`src/design/cpu_pkg.sv`:
```
package cpu_pkg;

    typedef logic [31:0] word_t;
    typedef logic [4:0]  reg_addr_t;
    typedef logic [5:0]  opcode_t;
    typedef logic [5:0]  funct_t;

    typedef enum logic [3:0] {
        ALU_ADD,
        ALU_SUB,
        ALU_AND,
        ALU_OR,
        ALU_XOR,
        ALU_NOR,
        ALU_SLT,
        ALU_SLTU,
        ALU_SLL,
        ALU_SRL,
        ALU_SRA,
        ALU_LUI,
        ALU_EQ
    } alu_op_t;

    typedef enum logic [3:0] {
        ST_LOAD,
        ST_FETCH,
        ST_DECODE,
        ST_EXEC,
        ST_WRITEBACK,
        ST_PRINT_ADDR,
        ST_PRINT_COUNT,
        ST_PRINT_SEND,
        ST_HALTED
    } cpu_state_t;

    // one decoded instruction, registered by the sequencer
    typedef struct packed {
        alu_op_t   alu_op;
        logic      a_shamt;
        logic      b_imm;
        logic      zero_ext;
        logic      reg_write;
        reg_addr_t dest;
        logic      mem_read;
        logic      mem_write;
        logic      branch_eq;
        logic      branch_ne;
        logic      jump;
        logic      jump_link;
        logic      jump_reg;
    } decoded_t;

    localparam word_t     RESET_PC = 32'h0040_0000;
    localparam word_t     SP_INIT  = 32'h7fff_effc;
    localparam reg_addr_t CTRL_REG = 5'd27;
    localparam reg_addr_t SP_REG   = 5'd29;
    localparam reg_addr_t LINK_REG = 5'd31;

    localparam int unsigned CTRL_PRINT_BIT = 1;
    localparam int unsigned CTRL_HALT_BIT  = 3;

    localparam int unsigned IMEM_WORDS = 1024;
    localparam int unsigned DMEM_WORDS = 16384;

    // primary opcodes
    localparam opcode_t OP_RTYPE = 6'h00;
    localparam opcode_t OP_J     = 6'h02;
    localparam opcode_t OP_JAL   = 6'h03;
    localparam opcode_t OP_BEQ   = 6'h04;
    localparam opcode_t OP_BNE   = 6'h05;
    localparam opcode_t OP_ADDIU = 6'h09;
    localparam opcode_t OP_SLTI  = 6'h0a;
    localparam opcode_t OP_SLTIU = 6'h0b;
    localparam opcode_t OP_ANDI  = 6'h0c;
    localparam opcode_t OP_ORI   = 6'h0d;
    localparam opcode_t OP_XORI  = 6'h0e;
    localparam opcode_t OP_LUI   = 6'h0f;
    localparam opcode_t OP_LW    = 6'h23;
    localparam opcode_t OP_SW    = 6'h2b;

    // function codes for the R-type group
    localparam funct_t F_SLL  = 6'h00;
    localparam funct_t F_SRL  = 6'h02;
    localparam funct_t F_SRA  = 6'h03;
    localparam funct_t F_SLLV = 6'h04;
    localparam funct_t F_SRLV = 6'h06;
    localparam funct_t F_SRAV = 6'h07;
    localparam funct_t F_JR   = 6'h08;
    localparam funct_t F_ADDU = 6'h21;
    localparam funct_t F_SUBU = 6'h23;
    localparam funct_t F_AND  = 6'h24;
    localparam funct_t F_OR   = 6'h25;
    localparam funct_t F_XOR  = 6'h26;
    localparam funct_t F_NOR  = 6'h27;
    localparam funct_t F_SLT  = 6'h2a;
    localparam funct_t F_SLTU = 6'h2b;

endpackage

```
`src/design/control_fsm.sv`:
```
`timescale 1ns/1ns

module control_fsm import cpu_pkg::*; (
    input  logic      clk,
    input  logic      reset,
    input  logic      in_valid,
    input  word_t     in_data,
    output logic      in_ready,
    output logic      out_valid,
    output word_t     out_data,
    input  logic      out_ready,
    output logic      halted,
    input  word_t     instr,
    output word_t     imem_addr,
    output word_t     imem_wdata,
    output logic      imem_we,
    output word_t     dmem_addr,
    output word_t     dmem_wdata,
    output logic      dmem_we,
    input  word_t     dmem_rdata,
    input  decoded_t  dec,
    output alu_op_t   alu_op,
    output word_t     alu_a,
    output word_t     alu_b,
    input  word_t     alu_y,
    output reg_addr_t rs_addr,
    output reg_addr_t rt_addr,
    output reg_addr_t wr_addr,
    input  word_t     rs_data,
    input  word_t     rt_data,
    input  word_t     ctrl_value,
    output logic      wr_en,
    output word_t     wr_data
);

    cpu_state_t state;
    word_t      pc;
    word_t      ir;
    decoded_t   dec_q;
    word_t      alu_q;
    word_t      stream_addr;
    word_t      remaining;
    word_t      imm_ext;
    word_t      branch_offset;
    logic       printing;
    logic       take_branch;

    assign printing = (state == ST_PRINT_ADDR) || (state == ST_PRINT_COUNT) ||
                      (state == ST_PRINT_SEND);

    // loader and streamer share one address counter
    assign in_ready   = (state == ST_LOAD);
    assign imem_addr  = (state == ST_LOAD) ? stream_addr : pc;
    assign imem_wdata = in_data;
    assign imem_we    = in_ready && in_valid;
    assign halted     = (state == ST_HALTED);

    assign imm_ext = dec_q.zero_ext ? {16'b0, ir[15:0]} : {{16{ir[15]}}, ir[15:0]};
    assign branch_offset = {{14{ir[15]}}, ir[15:0], 2'b00};
    assign take_branch = (dec_q.branch_eq && alu_q[0]) || (dec_q.branch_ne && !alu_q[0]);

    assign rs_addr = printing ? SP_REG : ir[25:21];
    assign rt_addr = ir[20:16];
    assign alu_op  = dec_q.alu_op;
    assign alu_a   = dec_q.a_shamt ? {27'b0, ir[10:6]} : rs_data;
    assign alu_b   = dec_q.b_imm ? imm_ext : rt_data;

    assign dmem_addr  = printing ? stream_addr : alu_q;
    assign dmem_wdata = rt_data;
    assign dmem_we    = (state == ST_WRITEBACK) && dec_q.mem_write;

    always_comb begin
        wr_en   = 1'b0;
        wr_addr = dec_q.dest;
        wr_data = alu_q;
        if (state == ST_FETCH) begin
            // clear the print request as it is taken
            wr_addr = CTRL_REG;
            wr_data = ctrl_value & ~(word_t'(1) << CTRL_PRINT_BIT);
            wr_en   = !ctrl_value[CTRL_HALT_BIT] && ctrl_value[CTRL_PRINT_BIT];
        end else if (state == ST_WRITEBACK) begin
            wr_en = dec_q.reg_write;
            if (dec_q.jump_link)
                wr_data = pc;
            else if (dec_q.mem_read)
                wr_data = dmem_rdata;
        end
    end

    always_ff @(posedge clk) begin
        if (reset) begin
            state       <= ST_LOAD;
            pc          <= RESET_PC;
            stream_addr <= RESET_PC;
            out_valid   <= 1'b0;
        end else begin
            case (state)
                ST_LOAD: begin
                    if (in_valid) begin
                        stream_addr <= stream_addr + 32'd4;
                        if (in_data == '0)
                            state <= ST_FETCH;
                    end
                end
                ST_FETCH: begin
                    ir <= instr;
                    if (ctrl_value[CTRL_HALT_BIT])
                        state <= ST_HALTED;
                    else if (ctrl_value[CTRL_PRINT_BIT])
                        state <= ST_PRINT_ADDR;
                    else
                        state <= ST_DECODE;
                end
                ST_DECODE: begin
                    dec_q <= dec;
                    pc    <= pc + 32'd4;
                    state <= ST_EXEC;
                end
                ST_EXEC: begin
                    alu_q <= alu_y;
                    state <= ST_WRITEBACK;
                end
                ST_WRITEBACK: begin
                    if (dec_q.jump_reg)
                        pc <= rs_data;
                    else if (dec_q.jump)
                        pc <= {pc[31:28], ir[25:0], 2'b00};
                    else if (take_branch)
                        pc <= pc + branch_offset;
                    state <= ST_FETCH;
                end
                ST_PRINT_ADDR: begin
                    stream_addr <= rs_data;
                    state       <= ST_PRINT_COUNT;
                end
                ST_PRINT_COUNT: begin
                    remaining   <= dmem_rdata;
                    stream_addr <= stream_addr + 32'd4;
                    state       <= ST_PRINT_SEND;
                end
                ST_PRINT_SEND: begin
                    // word held until it transfers, then the next one loads
                    if (!out_valid || out_ready) begin
                        if (remaining == '0) begin
                            out_valid <= 1'b0;
                            state     <= ST_FETCH;
                        end else begin
                            out_data    <= dmem_rdata;
                            out_valid   <= 1'b1;
                            stream_addr <= stream_addr + 32'd4;
                            remaining   <= remaining - 32'd1;
                        end
                    end
                end
                default: state <= ST_HALTED;
            endcase
        end
    end

endmodule

```
`config.mk`:
```
export PLATFORM = sky130hd
export DESIGN_NAME = control_fsm
export DESIGN_NICKNAME = d
export VERILOG_FILES = /design/src/design/cpu_pkg.sv /design/src/design/control_fsm.sv
export SDC_FILE = /design/constraint.sdc
export NUM_CORES = 1
export LEC_CHECK = 0
export ABC_AREA = 1
export BUFFER_PORTS_ARGS = -buffer_cell sky130_fd_sc_hd__buf_2
export CELL_PAD_IN_SITES_DETAIL_PLACEMENT = 0
export CELL_PAD_IN_SITES_GLOBAL_PLACEMENT = 1
export CORE_UTILIZATION = 36
export CTS_CLUSTER_DIAMETER = 80
export DETAILED_ROUTE_END_ITERATION = 8
export PLACE_DENSITY = 0.91
export SLEW_MARGIN = 10
export SYNTH_ARGS = -nofsm -noshare
export SYNTH_HDL_FRONTEND = slang
export SYNTH_SLANG_ARGS = --single-unit
```
`constraint.sdc`:
```
create_clock -name clk -period 4.9 [get_ports clk]
set_clock_uncertainty 0.1 [all_clocks]
set_input_delay 0.735 -clock clk [delete_from_list [all_inputs] [get_ports clk]]
set_output_delay 0.735 -clock clk [all_outputs]
set_load 0.01 [all_outputs]
```
Yosys cells after proc, flatten, opt, wreduce, memory -nomap -nowiden --
Index checks and enable logic that the tools add are counted.
Word-level totals: register bits 211, bits in latches 0, memory bits (writable) 0, bits in read-only memories 0, output and inout bits 281, memories 0
Operators by class: add/subtract/negate cells 4, multipliers 0, div/mod/pow operators 0, $lt $le $gt $ge 0, equal/unequal tests 16, shift operators 0, mux-type cells 32, bitwise gates (word level) 2, reductions and logical operators 28
Operators with widths (count):
- 32-bit 2-to-1 mux | 17
- 32-bit case mux with 2 select lines | 2
- 32-bit case mux with 4 select lines | 1
- 32-bit by 3-bit adder with 32-bit output (second input constant) | 2
- 32-bit logical NOT | 2
- 32-bit adder | 1
- 4-bit case mux with 8 select lines | 1
- 32-bit by 1-bit subtractor with 32-bit output (second input constant) | 1
- 4-bit 2-to-1 mux | 5
- 4-bit by 3-bit == test with 1-bit output (second input constant) | 4
- 4-bit AND reduction | 4
- 5-bit 2-to-1 mux | 2
- 2-bit AND reduction | 5
- 4-bit by 2-bit == test with 1-bit output (second input constant) | 2
- 2-bit by 1-bit != test with 1-bit output (second input constant) | 3
- 3-bit != test (second input constant) | 2
- 1-bit logical AND | 5
- 4-bit by 1-bit == test with 1-bit output (second input constant) | 1
- 4-bit == test (second input constant) | 1
- 4-bit logical NOT | 1
- 1-bit logical OR | 4
- 2-bit != test (second input constant) | 2
- 4-bit != test (second input constant) | 1
- 2-bit nonzero test | 2
- 6 further kinds | 11

Logic depth before layout (Yosys ltp) --
Gate-level depths: netlist (run 1).
word-level depth 7, depth in mapped cells 15

Worst setup path after synthesis (run 1) --
No wires, ideal clock.
path type input -> register, start point in reset, end point reg out_data[0], enable pin, data arrival time 3206 ps, slack 1133 ps, stages 2, buffers on the path 1, path through clkbuf_1 -> nor3_1
On the way: cells in the longest elaborated chain, start to end 2
RTL lines:
- start, declared | RTL line control_fsm.sv:5 | input logic reset,
- 1-bit NOT (no line)
- 4-bit AND reduction (no line)
- end signal, assigned | RTL line control_fsm.sv:148 | out_data <= dmem_rdata;
- end, declared | RTL line control_fsm.sv:10 | output word_t out_data,
Every way passes these cells. A chain may end at the register's enable or synchronous reset.

Worst setup path after layout (run 1) --
start point reg dec_q[1] (netlist name), end point out wr_data[25]
On the way: cells in the longest elaborated chain, start to end 3
RTL lines:
- start, declared | RTL line control_fsm.sv:39 | decoded_t dec_q;
- start signal, assigned | RTL line control_fsm.sv:115 | dec_q <= dec;
- 32-bit 2-to-1 mux | RTL line control_fsm.sv:83 | if (dec_q.jump_link)
- 32-bit 2-to-1 mux | RTL line control_fsm.sv:81 | end else if (state == ST_WRITEBACK) begin
- 32-bit 2-to-1 mux | RTL line control_fsm.sv:76 | if (state == ST_FETCH) begin
- end, declared | RTL line control_fsm.sv:33 | output word_t wr_data
Every way passes these cells.

==> results of run 1 <==
==> cell type report <==
type | instances | area [um2]
diodes | 1 | 2.502
repair buffers | 547 | 2800
inverters | 245 | 919.6
clock buffers | 29 | 704.4
well taps | 539 | 674.4
fillers | 4410 | 23070
flip-flops and latches | 211 | 5645
clock inverters | 22 | 305.3
multi-input cells | 1558 | 7826
==> critical path, cell delays in order, from the launching register on <==
cell and delay [ns]:
edfxtp_1 0.33, buf_4 0.31, clkinv_1 0.20, a21oi_4 0.21, buf_4 0.50, o211ai_1 0.29, o21ai_0 0.17, o21ai_1 0.07
buf_2 0.14
==> sequential cells by signal, indices dropped and copies added, names as in the netlist <==
register / flops
out_data: 32
state: 4
alu_q: 32
ir: 26
stream_addr: 32
out_valid: 1
pc: 32
dec_q: 16
alu_op: 4
remaining: 32
==> power groups by stage <==
stage          logic (mW)  registers [mW]  clock network [mW]
2_1_floorplan       0.142            1.95                   0
3_3_place_gp        0.329            1.95                   0
5_1_grt             0.357            1.91                2.37
6_report            0.334            1.91                2.28
4_1_cts             0.335            1.91                2.31
3_5_place_dp        0.333            1.95                   0
==> final timing paths <==
| kind | end | from | slack (ns) |
|---|---|---|---|
| hold reg to reg | stream_addr[30] | stream_addr[30] | 0.38 |
| setup / recovery | wr_data[25] | dec_q[1] | 1.19 |
| hold / removal | alu_q[8] | alu_y[8] | 0.22 |
| setup reg to reg | pc[31] | ir[15] | 1.92 |
==> cells by family (layout without fill, tap and decap cells) <==
kind of cell,Yosys count,in the layout,synth area share [%]
flops,211,211,36.91
buf+inv,412,843,12.21
compound gates,504,504,17.92
other cells,0,1,0
xor+xnor,55,55,3.149
mux,4,4,0.2863
simple gates,961,961,26.69
fa+ha+maj,34,34,2.830
==> layer usage <==
metal  part of all wire [%]  vias up  GRT usage (%)
met3                    8.3      142          5.117
met1                     41     7909          42.01
li1                       -     8067              -
met5                  0.050        -              0
met4                    4.0        4          11.90
met2                     46      925          53.83
==> cell usage in the layout (no fill, tap or decap), types with 69 or more instances in the layout <==
cell type  Yosys  routed
nand2_1      499     498
edfxtp_1     142     142
inv_1        233     233
nand3_1      113     113
o21ai_0      219     219
a21oi_1      158     157
buf_2         13     522
nor2_1       217     213
dfxtp_1       69      69
==> impl_metrics.py, run 1 <==
metrics = {
    "grt": {
        "grt_usage_pct": 32.26,
        "grt_max_degree": 60,
        "grt_pass1_wl_mm": 103.8,
        "antenna_found_initial": 3,
        "grt-ovfl-total": 0,
        "grt_pass1_vias": 16240,
    },
    "yosys": {
        "async_flop_share_pct": 0,
        "yosys-top-cells-area": "edfxtp_1 (28%), nand2_1 (12%), dfxtp_1 (9.0%)",
        "ys_types": 57,
        "synth_top_area_cell": "edfxtp_1",
        "synth_top_area_share_pct": 27.88,
        "yosysSeqAreaShare_pct": 36.91,
        "ys.flop_type": "edfxtp_1",
        "yosysWarnings": 0,
        "ys_ff_latch": 211,
        "synth_cells": 2181,
        "syn_nets": 2463,
        "synth_most_common_cell": "nand2_1",
        "syn-cell-area_um2": 15300,
        "ys_top_cells_by_count": "nand2_1 (499), inv_1 (233), o21ai_0 (219)",
        "synth_edf_count": 142,
        "syn_area_per_cell_um2": 7.013,
    },
    "layout": {
        "design_area_um2": 18880,
        "stdcell_count": 3152,
        "drive_gt1_share_pct": 24.85,
        "area_growth_pct": 23.42,
        "fin_nets": 2873,
        "postLayoutCoreUtil_pct": 45.01,
    },
    "setup_path": {
        "crit_arrival_ns": 2.87,
        "path_max_fanout": 59,
        "start_kind": "flop",
        "crit_type": "reg -> out",
        "end_kind": "output port",
        "required_ns": 4.07,
        "reg2regPathDepth": 12,
    },
    "sta": {
        "period_minus_slack_ns": 3.708,
        "tightest_slew_ns": 1.120,
        "fin_ws_ns": 1.192,
        "grt_setup_unrepaired": "false",
        "setup_viol": 0,
        "finalCritPeriodShare_pct": 75.68,
        "fmax_mhz": 269.7,
        "slew_violations": 0,
        "hold_viol": 0,
        "fin_tns_setup_ns": 0,
        "slew_headroom_pct": 25.30,
        "whs_ns": 0.2183,
    },
    "cts": {
        "cts_buffers": 28,
        "ctsHoldBuffers": 0,
        "clk_latency_ns": 0.59,
        "cts_max_level": 1,
        "cts_root_buf": "clkbuf_16",
        "postCtsSetupBuffers": 0,
        "cts_tree": "done",
        "post_cts_resize_count": 0,
        "cts_buffer_depth": 3,
        "cts_sinks": 211,
        "cts.clk_slew.worst_paths_ns": 0.06,
    },
    "detailed_routing": {
        "wl_per_cell_um": 22.75,
        "ant_nets": 0,
        "vias": 17050,
        "viasPerCell": 5.408,
        "drt_iter0_drc": 1698,
        "dr.pass1.iters": 5,
        "drc": 0,
        "wl_mm": 71.71,
    },
    "power": {
        "sw_frac_of_total_pct": 24.67,
        "total_power_mw": 4.524,
        "p_comb_share_pct": 7.4,
        "seqPwrFrac_pct": 42.3,
        "p_per_area_nw_per_um2": 239.6,
        "pwr-share-clk_pct": 50.3,
        "peakVddDrop_v": 0.0002887,
        "intPower_mw": 3.408,
        "p_leak_nw": 8.398,
        "p_sw_mw": 1.116,
    },
    "job": {
        "cap_violations": 0,
    },
    "placed_design": {
        "place_inst": 3100,
        "dpl_worst_slack_ns": 1.773,
        "dp_hpwl_mm": 57.56,
        "port_buffers": 522,
        "gp_congestion": 0.9954,
        "dpl_cell_area_um2": 17870,
    },
    "floorplan": {
        "die_area_um2": 43320,
        "start_util_pct": 36.47,
        "ioPinCount": 529,
        "row_count": 75,
        "core-area_um2": 41950,
        "die_h_um": 208.1,
        "die_w_um": 208.1,
    },
    "status": {
        "run_status": "complete, no violations",
    },
    "min_path": {
        "holdPathStages": 1,
        "min_path_type": "in -> reg",
    },
}
Power figures use the tool's default switching activity.
==> run 2, diff against run 1 <==
==> constraint.sdc (replaced) <==
create_clock -name clk -period 3.7 [get_ports clk]
set_clock_uncertainty 0.1 [all_clocks]
set_input_delay 0.555 -clock clk [delete_from_list [all_inputs] [get_ports clk]]
set_output_delay 0.555 -clock clk [all_outputs]
set_load 0.01 [all_outputs]
==> run 2 against run 1 <==
Against the previous run:
- die area did not move
- via count rose by 2.4%
- combinational power rose by 36%
- non-clock buffer count rose by 18
- critical endpoint is now wr_data[5]
- routed wire length rose by 1.8%
==> impl_metrics.py, run 2 (synthesis results as in run 1) <==
metrics = {
    "layout": {
        "fin_nets": 2892,
        "regArea_um2": 5645,
        "postLayoutCoreUtil_pct": 45.30,
        "design_area_um2": 19000,
        "mostFrequentLayoutCell": "buf_2",
        "multi_input_area_um2": 7830,
        "fillers": 4371,
        "mostFrequentLayoutCells": "buf_2 (522), nand2_1 (499), inv_1 (233)",
        "drive_gt1_share_pct": 25.41,
        "area_growth_pct": 24.24,
    },
    "sta": {
        "setup_viol": 0,
        "fin_tns_setup_ns": 0,
        "grt_setup_unrepaired": "false",
        "fin_ws_ns": 0.2595,
        "slew_headroom_pct": 34.35,
        "period_minus_slack_ns": 3.440,
        "hold_viol": 0,
        "slew_violations": 0,
        "finalCritPeriodShare_pct": 92.99,
        "tightest_slew_ns": 0.9711,
        "fmax_mhz": 290.7,
    },
    "setup_path": {
        "path_max_fanout": 40,
        "end_kind": "output port",
        "crit_chain": "nor2_2 > inv_2 > nor2_2 > inv_2 > a21oi_4 > buf_12 > o211ai_1 > o21ai_0 > o21ai_0 > buf_2",
        "r2r-start": "pc[10]",
        "rrSetupSlack_ns": 0.79,
        "crit_family": "compound AO/OA/AOI/OAI gates",
        "crit_arrival_ns": 2.79,
        "required_ns": 3.04,
        "max_stage_delay_ns": 0.48,
        "reg2regPathDepth": 13,
        "reg2reg_to": "pc[19]",
        "cp_slowest_cell": "a21oi_4",
        "start_kind": "flop",
        "path_buf_inv": 4,
        "crit_cells": 10,
        "crit_type": "reg -> out",
    },
    "cts": {
        "ctsHoldBuffers": 0,
        "clk_latency_ns": 0.59,
        "post_cts_resize_count": 0,
        "cts_sinks": 211,
        "cts_root_buf": "clkbuf_16",
        "postCtsSetupBuffers": 0,
        "cts.clk_slew.worst_paths_ns": 0.06,
        "cts_buffer_depth": 3,
        "cts_buffers": 29,
        "cts_tree": "done",
        "cts_max_level": 1,
    },
    "power": {
        "p_leak_nw": 8.482,
        "peakVddDrop_v": 0.0003810,
        "p_per_area_nw_per_um2": 311.9,
    },
    "detailed_routing": {
        "wl_per_cell_um": 23.01,
        "vias": 17450,
        "ant_nets": 0,
        "viasPerCell": 5.499,
        "dr.pass1.iters": 6,
        "drt_iter0_drc": 1744,
        "drc": 0,
        "wl_mm": 73.01,
    },
    "job": {
        "cap_violations": 0,
    },
    "grt": {
        "use_met1_pct": 42.45,
        "grt_util_met2_pct": 54.00,
        "grt_pass1_vias": 16170,
        "use_met3_pct": 4.257,
        "grt.busiest_layer": "met2",
        "grt_max_degree": 62,
        "grt_usage_pct": 32.78,
        "antenna_found_initial": 2,
        "grt-ovfl-total": 0,
        "grt_pass1_wl_mm": 105.2,
    },
    "min_path": {
        "min-delay-start": "instr[11]",
        "holdPathStages": 1,
        "min_path_type": "in -> reg",
        "whs_endpoint": "ir[11]",
    },
    "placed_design": {
        "dpl_worst_slack_ns": 0.8978,
        "port_buffers": 522,
        "dp_hpwl_mm": 59.17,
        "dpl_cell_area_um2": 18020,
        "gp_congestion": 0.9985,
    },
    "status": {
        "run_status": "complete, no violations",
    },
    "floorplan": {
        "start_util_pct": 36.47,
        "core-area_um2": 41950,
        "die_h_um": 208.1,
        "ioPinCount": 529,
        "die_area_um2": 43320,
        "die_w_um": 208.1,
        "row_count": 75,
    },
}
==> run 2: layer usage <==
metal  routed length, um  vias to the layer above
met5                  11                        -
met1               29710                     8136
li1                    -                     8103
met3                6037                      171
met2               33240                     1036
met4                4015                        2
==> run 2: power by group <==
| group | switching (mW) | internal (mW) |
|---|---|---|
| logic | 0.281 | 0.173 |
| clock network | 1.21 | 1.73 |
| registers | 0.0107 | 2.52 |
==> run 2: final cells by class <==
cell class,instances,area share (%)
clock inverters,21,1.277
inverters,245,4.839
clock buffers,33,3.898
flip-flops and latches,211,29.71
diodes,1,0.01317
repair buffers,565,15.51
well taps,539,3.549
multi-input cells,1558,41.20
==> run 2: worst max path at each step <==
stage / from / to / slack [ns]
floorplan: reset / remaining[0] / 0.59
global placement: pc[10] / pc[27] / 0.87
detailed placement: pc[10] / pc[27] / 0.90
CTS: state[1] / wr_data[5] / 0.28
global route: state[1] / wr_data[5] / 0.07
finish: state[1] / wr_data[5] / 0.26
==> run 2: metrics by stage <==
| stage | hold WS [ns] | instances | power [mW] |
|---|---|---|---|
| global route | 0.02855 | 3173 | 6.072 |
| global placement | 0.3688 | 3118 | 3.028 |
| CTS | 0.02078 | 3172 | 5.966 |
| floorplan | 0.3393 | 2181 | 2.769 |
| finish | 0.04477 | 3173 | 5.927 |
| detailed placement | 0.3816 | 3118 | 3.032 |
==> run 2: worst register-to-register path: stages, from the launching register on <==
cell and delay, ns:
dfxtp_1 0.65, ha_1 0.38, nand2_1 0.21, inv_1 0.06, a21oi_1 0.29, nand3_1 0.33, nand2_1 0.18, nand2_1 0.06
nand2_1 0.05, nand3_1 0.06, nand2_1 0.12, nand2_1 0.13, nand2_1 0.09, a21oi_1 0.06
==> run 3, diff against run 2 <==
--- a/config.mk
+++ b/config.mk
@@ -9,6 +9,7 @@
 export BUFFER_PORTS_ARGS = -buffer_cell sky130_fd_sc_hd__buf_2
 export CELL_PAD_IN_SITES_DETAIL_PLACEMENT = 0
 export CELL_PAD_IN_SITES_GLOBAL_PLACEMENT = 1
+export CORE_ASPECT_RATIO = 1.25
 export CORE_UTILIZATION = 36
 export CTS_CLUSTER_DIAMETER = 80
 export DETAILED_ROUTE_END_ITERATION = 8
==> run 3 against run 2 <==
Against the previous run:
- combinational power shrank 2%
- non-clock buffer count grew 1
- register-to-register slack lost 0.08 ns
- cell count grew 0.54%
- flip-flop and latch count is the same
- design area shrank 0.39%
- critical endpoint is now wr_data[26]
==> impl_metrics.py, run 3 (synthesis results as in run 1) <==
metrics = {
    "cts": {
        "cts_root_buf": "clkbuf_16",
        "cts_sinks": 211,
        "post_cts_resize_count": 0,
        "clk_latency_ns": 0.57,
        "postCtsSetupBuffers": 0,
        "cts_max_level": 1,
        "cts_tree": "done",
        "ctsHoldBuffers": 0,
        "cts_buffers": 26,
        "cts_buffer_depth": 3,
        "cts.clk_slew.worst_paths_ns": 0.06,
    },
    "sta": {
        "finalCritPeriodShare_pct": 98.00,
        "grt_setup_unrepaired": "false",
        "tightest_slew_ns": 0.8240,
        "slew_headroom_pct": 45.07,
        "fmax_mhz": 275.8,
        "fin_tns_setup_ns": 0,
        "period_minus_slack_ns": 3.626,
        "setup_viol": 0,
        "slew_violations": 0,
        "hold_viol": 0,
        "whs_ns": 0.06660,
    },
    "placed_design": {
        "dp_hpwl_mm": 57.96,
        "port_buffers": 522,
        "place_inst": 3139,
        "gp_congestion": 0.9699,
    },
    "detailed_routing": {
        "drt_iter0_drc": 1506,
        "wl_mm": 72.37,
        "viasPerCell": 5.421,
        "drc": 0,
        "wl_per_cell_um": 22.69,
        "dr.pass1.iters": 6,
        "ant_nets": 0,
        "vias": 17290,
    },
    "grt": {
        "grt_pass1_wl_mm": 103.4,
        "grt_pass1_vias": 16220,
        "grt_usage_pct": 32.06,
        "grt-ovfl-total": 0,
        "antenna_found_initial": 1,
        "grt_max_degree": 60,
    },
    "power": {
        "peakVddDrop_v": 0.0003226,
        "p_per_area_nw_per_um2": 297.4,
        "p_leak_nw": 8.439,
        "total_power_mw": 5.630,
    },
    "floorplan": {
        "die_h_um": 232.5,
        "die_w_um": 186.4,
        "die_area_um2": 43320,
        "core-area_um2": 41940,
        "row_count": 84,
        "ioPinCount": 529,
        "start_util_pct": 36.48,
    },
    "layout": {
        "fin_nets": 2891,
        "drive_gt1_share_pct": 25.37,
        "mostFrequentLayoutCells": "buf_2 (522), nand2_1 (499), inv_1 (233)",
        "postLayoutCoreUtil_pct": 45.14,
        "mostFrequentLayoutCell": "buf_2",
        "area_growth_pct": 23.75,
        "stdcell_count": 3190,
    },
    "status": {
        "run_status": "complete, no violations",
    },
    "setup_path": {
        "crit_family": "compound AO/OA/AOI/OAI gates",
        "rrSetupSlack_ns": 0.71,
        "start_kind": "flop",
        "path_max_fanout": 12,
        "required_ns": 3.04,
        "crit_type": "reg -> out",
        "max_stage_delay_ns": 0.51,
        "cp_slowest_cell": "o21ai_1",
        "crit_chain": "nor2_2 > inv_2 > nor2_2 > inv_2 > a21oi_4 > buf_4 > o21ai_0 > o21ai_1 > buf_2",
        "end_kind": "output port",
        "path_buf_inv": 4,
        "crit_arrival_ns": 2.97,
    },
    "job": {
        "cap_violations": 0,
    },
    "min_path": {
        "min_path_type": "in -> reg",
    },
}
## run 3: changes by cell type in the layout (fill, tap and decap cells not counted), sizes merged
cell,change
diode,+1
inv,-2
buf,+1
bufinv,-3
clkbuf,-1
a21oi,+1
## run 3: worst reg2reg max path: stages, from the launching register on
cell     delay [ns]
dfxtp_1        0.57
ha_1           0.36
nand2_1        0.21
inv_1          0.07
a21oi_1        0.45
nand3_1        0.40
nand2_1        0.18
nand2_1        0.06
nand2_1        0.05
nand3_1        0.14
nand2_1        0.12
nand2_1        0.05
nand2_1        0.05
a21oi_1        0.05
## run 3: per-stage QoR
step	worst slack, ns	cell area, um2
final	0.07417	18930
after global routing	0.01494	18920
after CTS	0.04811	18910
after detailed placement	0.6564	18040
after global placement	0.7082	18040
after floorplan	0.5861	15300
## run 3: final timing paths
path	startpoint	endpoint	cells past startpoint
worst max-delay path	state[1]	wr_data[26]	9
worst min-delay path	alu_y[6]	alu_q[6]	1
worst max register to register	pc[10]	pc[19]	13
worst min register to register	stream_addr[1]	stream_addr[1]	2
## run 3: layout make-up
cell class,instances,area [um2]
Sequential cell,211,5645
Tap cell,559,699.4
Clock buffer,32,745.7
Timing Repair Buffer,566,2955
Fill cell,4429,23010
Inverter,245,919.6
Multi-Input combinational cell,1559,7834
Antenna cell,2,5.005
Clock inverter,16,123.9
## run 3: routing by layer
layer / GRT usage [%] / vias to the layer above / routed length [um]
met4: 17.33 / 2 / 4041
met2: 55.28 / 934 / 34570
met5: 0 / - / 12
met1: 38.71 / 8100 / 28060
met3: 4.268 / 146 / 5682
li1: - / 8110 / -
## run 3: power by group
group / switching [mW] / leakage (nW) / internal [mW] / total (mW)
clock network: 1.14 / 0.423 / 1.51 / 2.65
registers: 0.0124 / 1.83 / 2.52 / 2.53
logic: 0.271 / 6.18 / 0.174 / 0.445
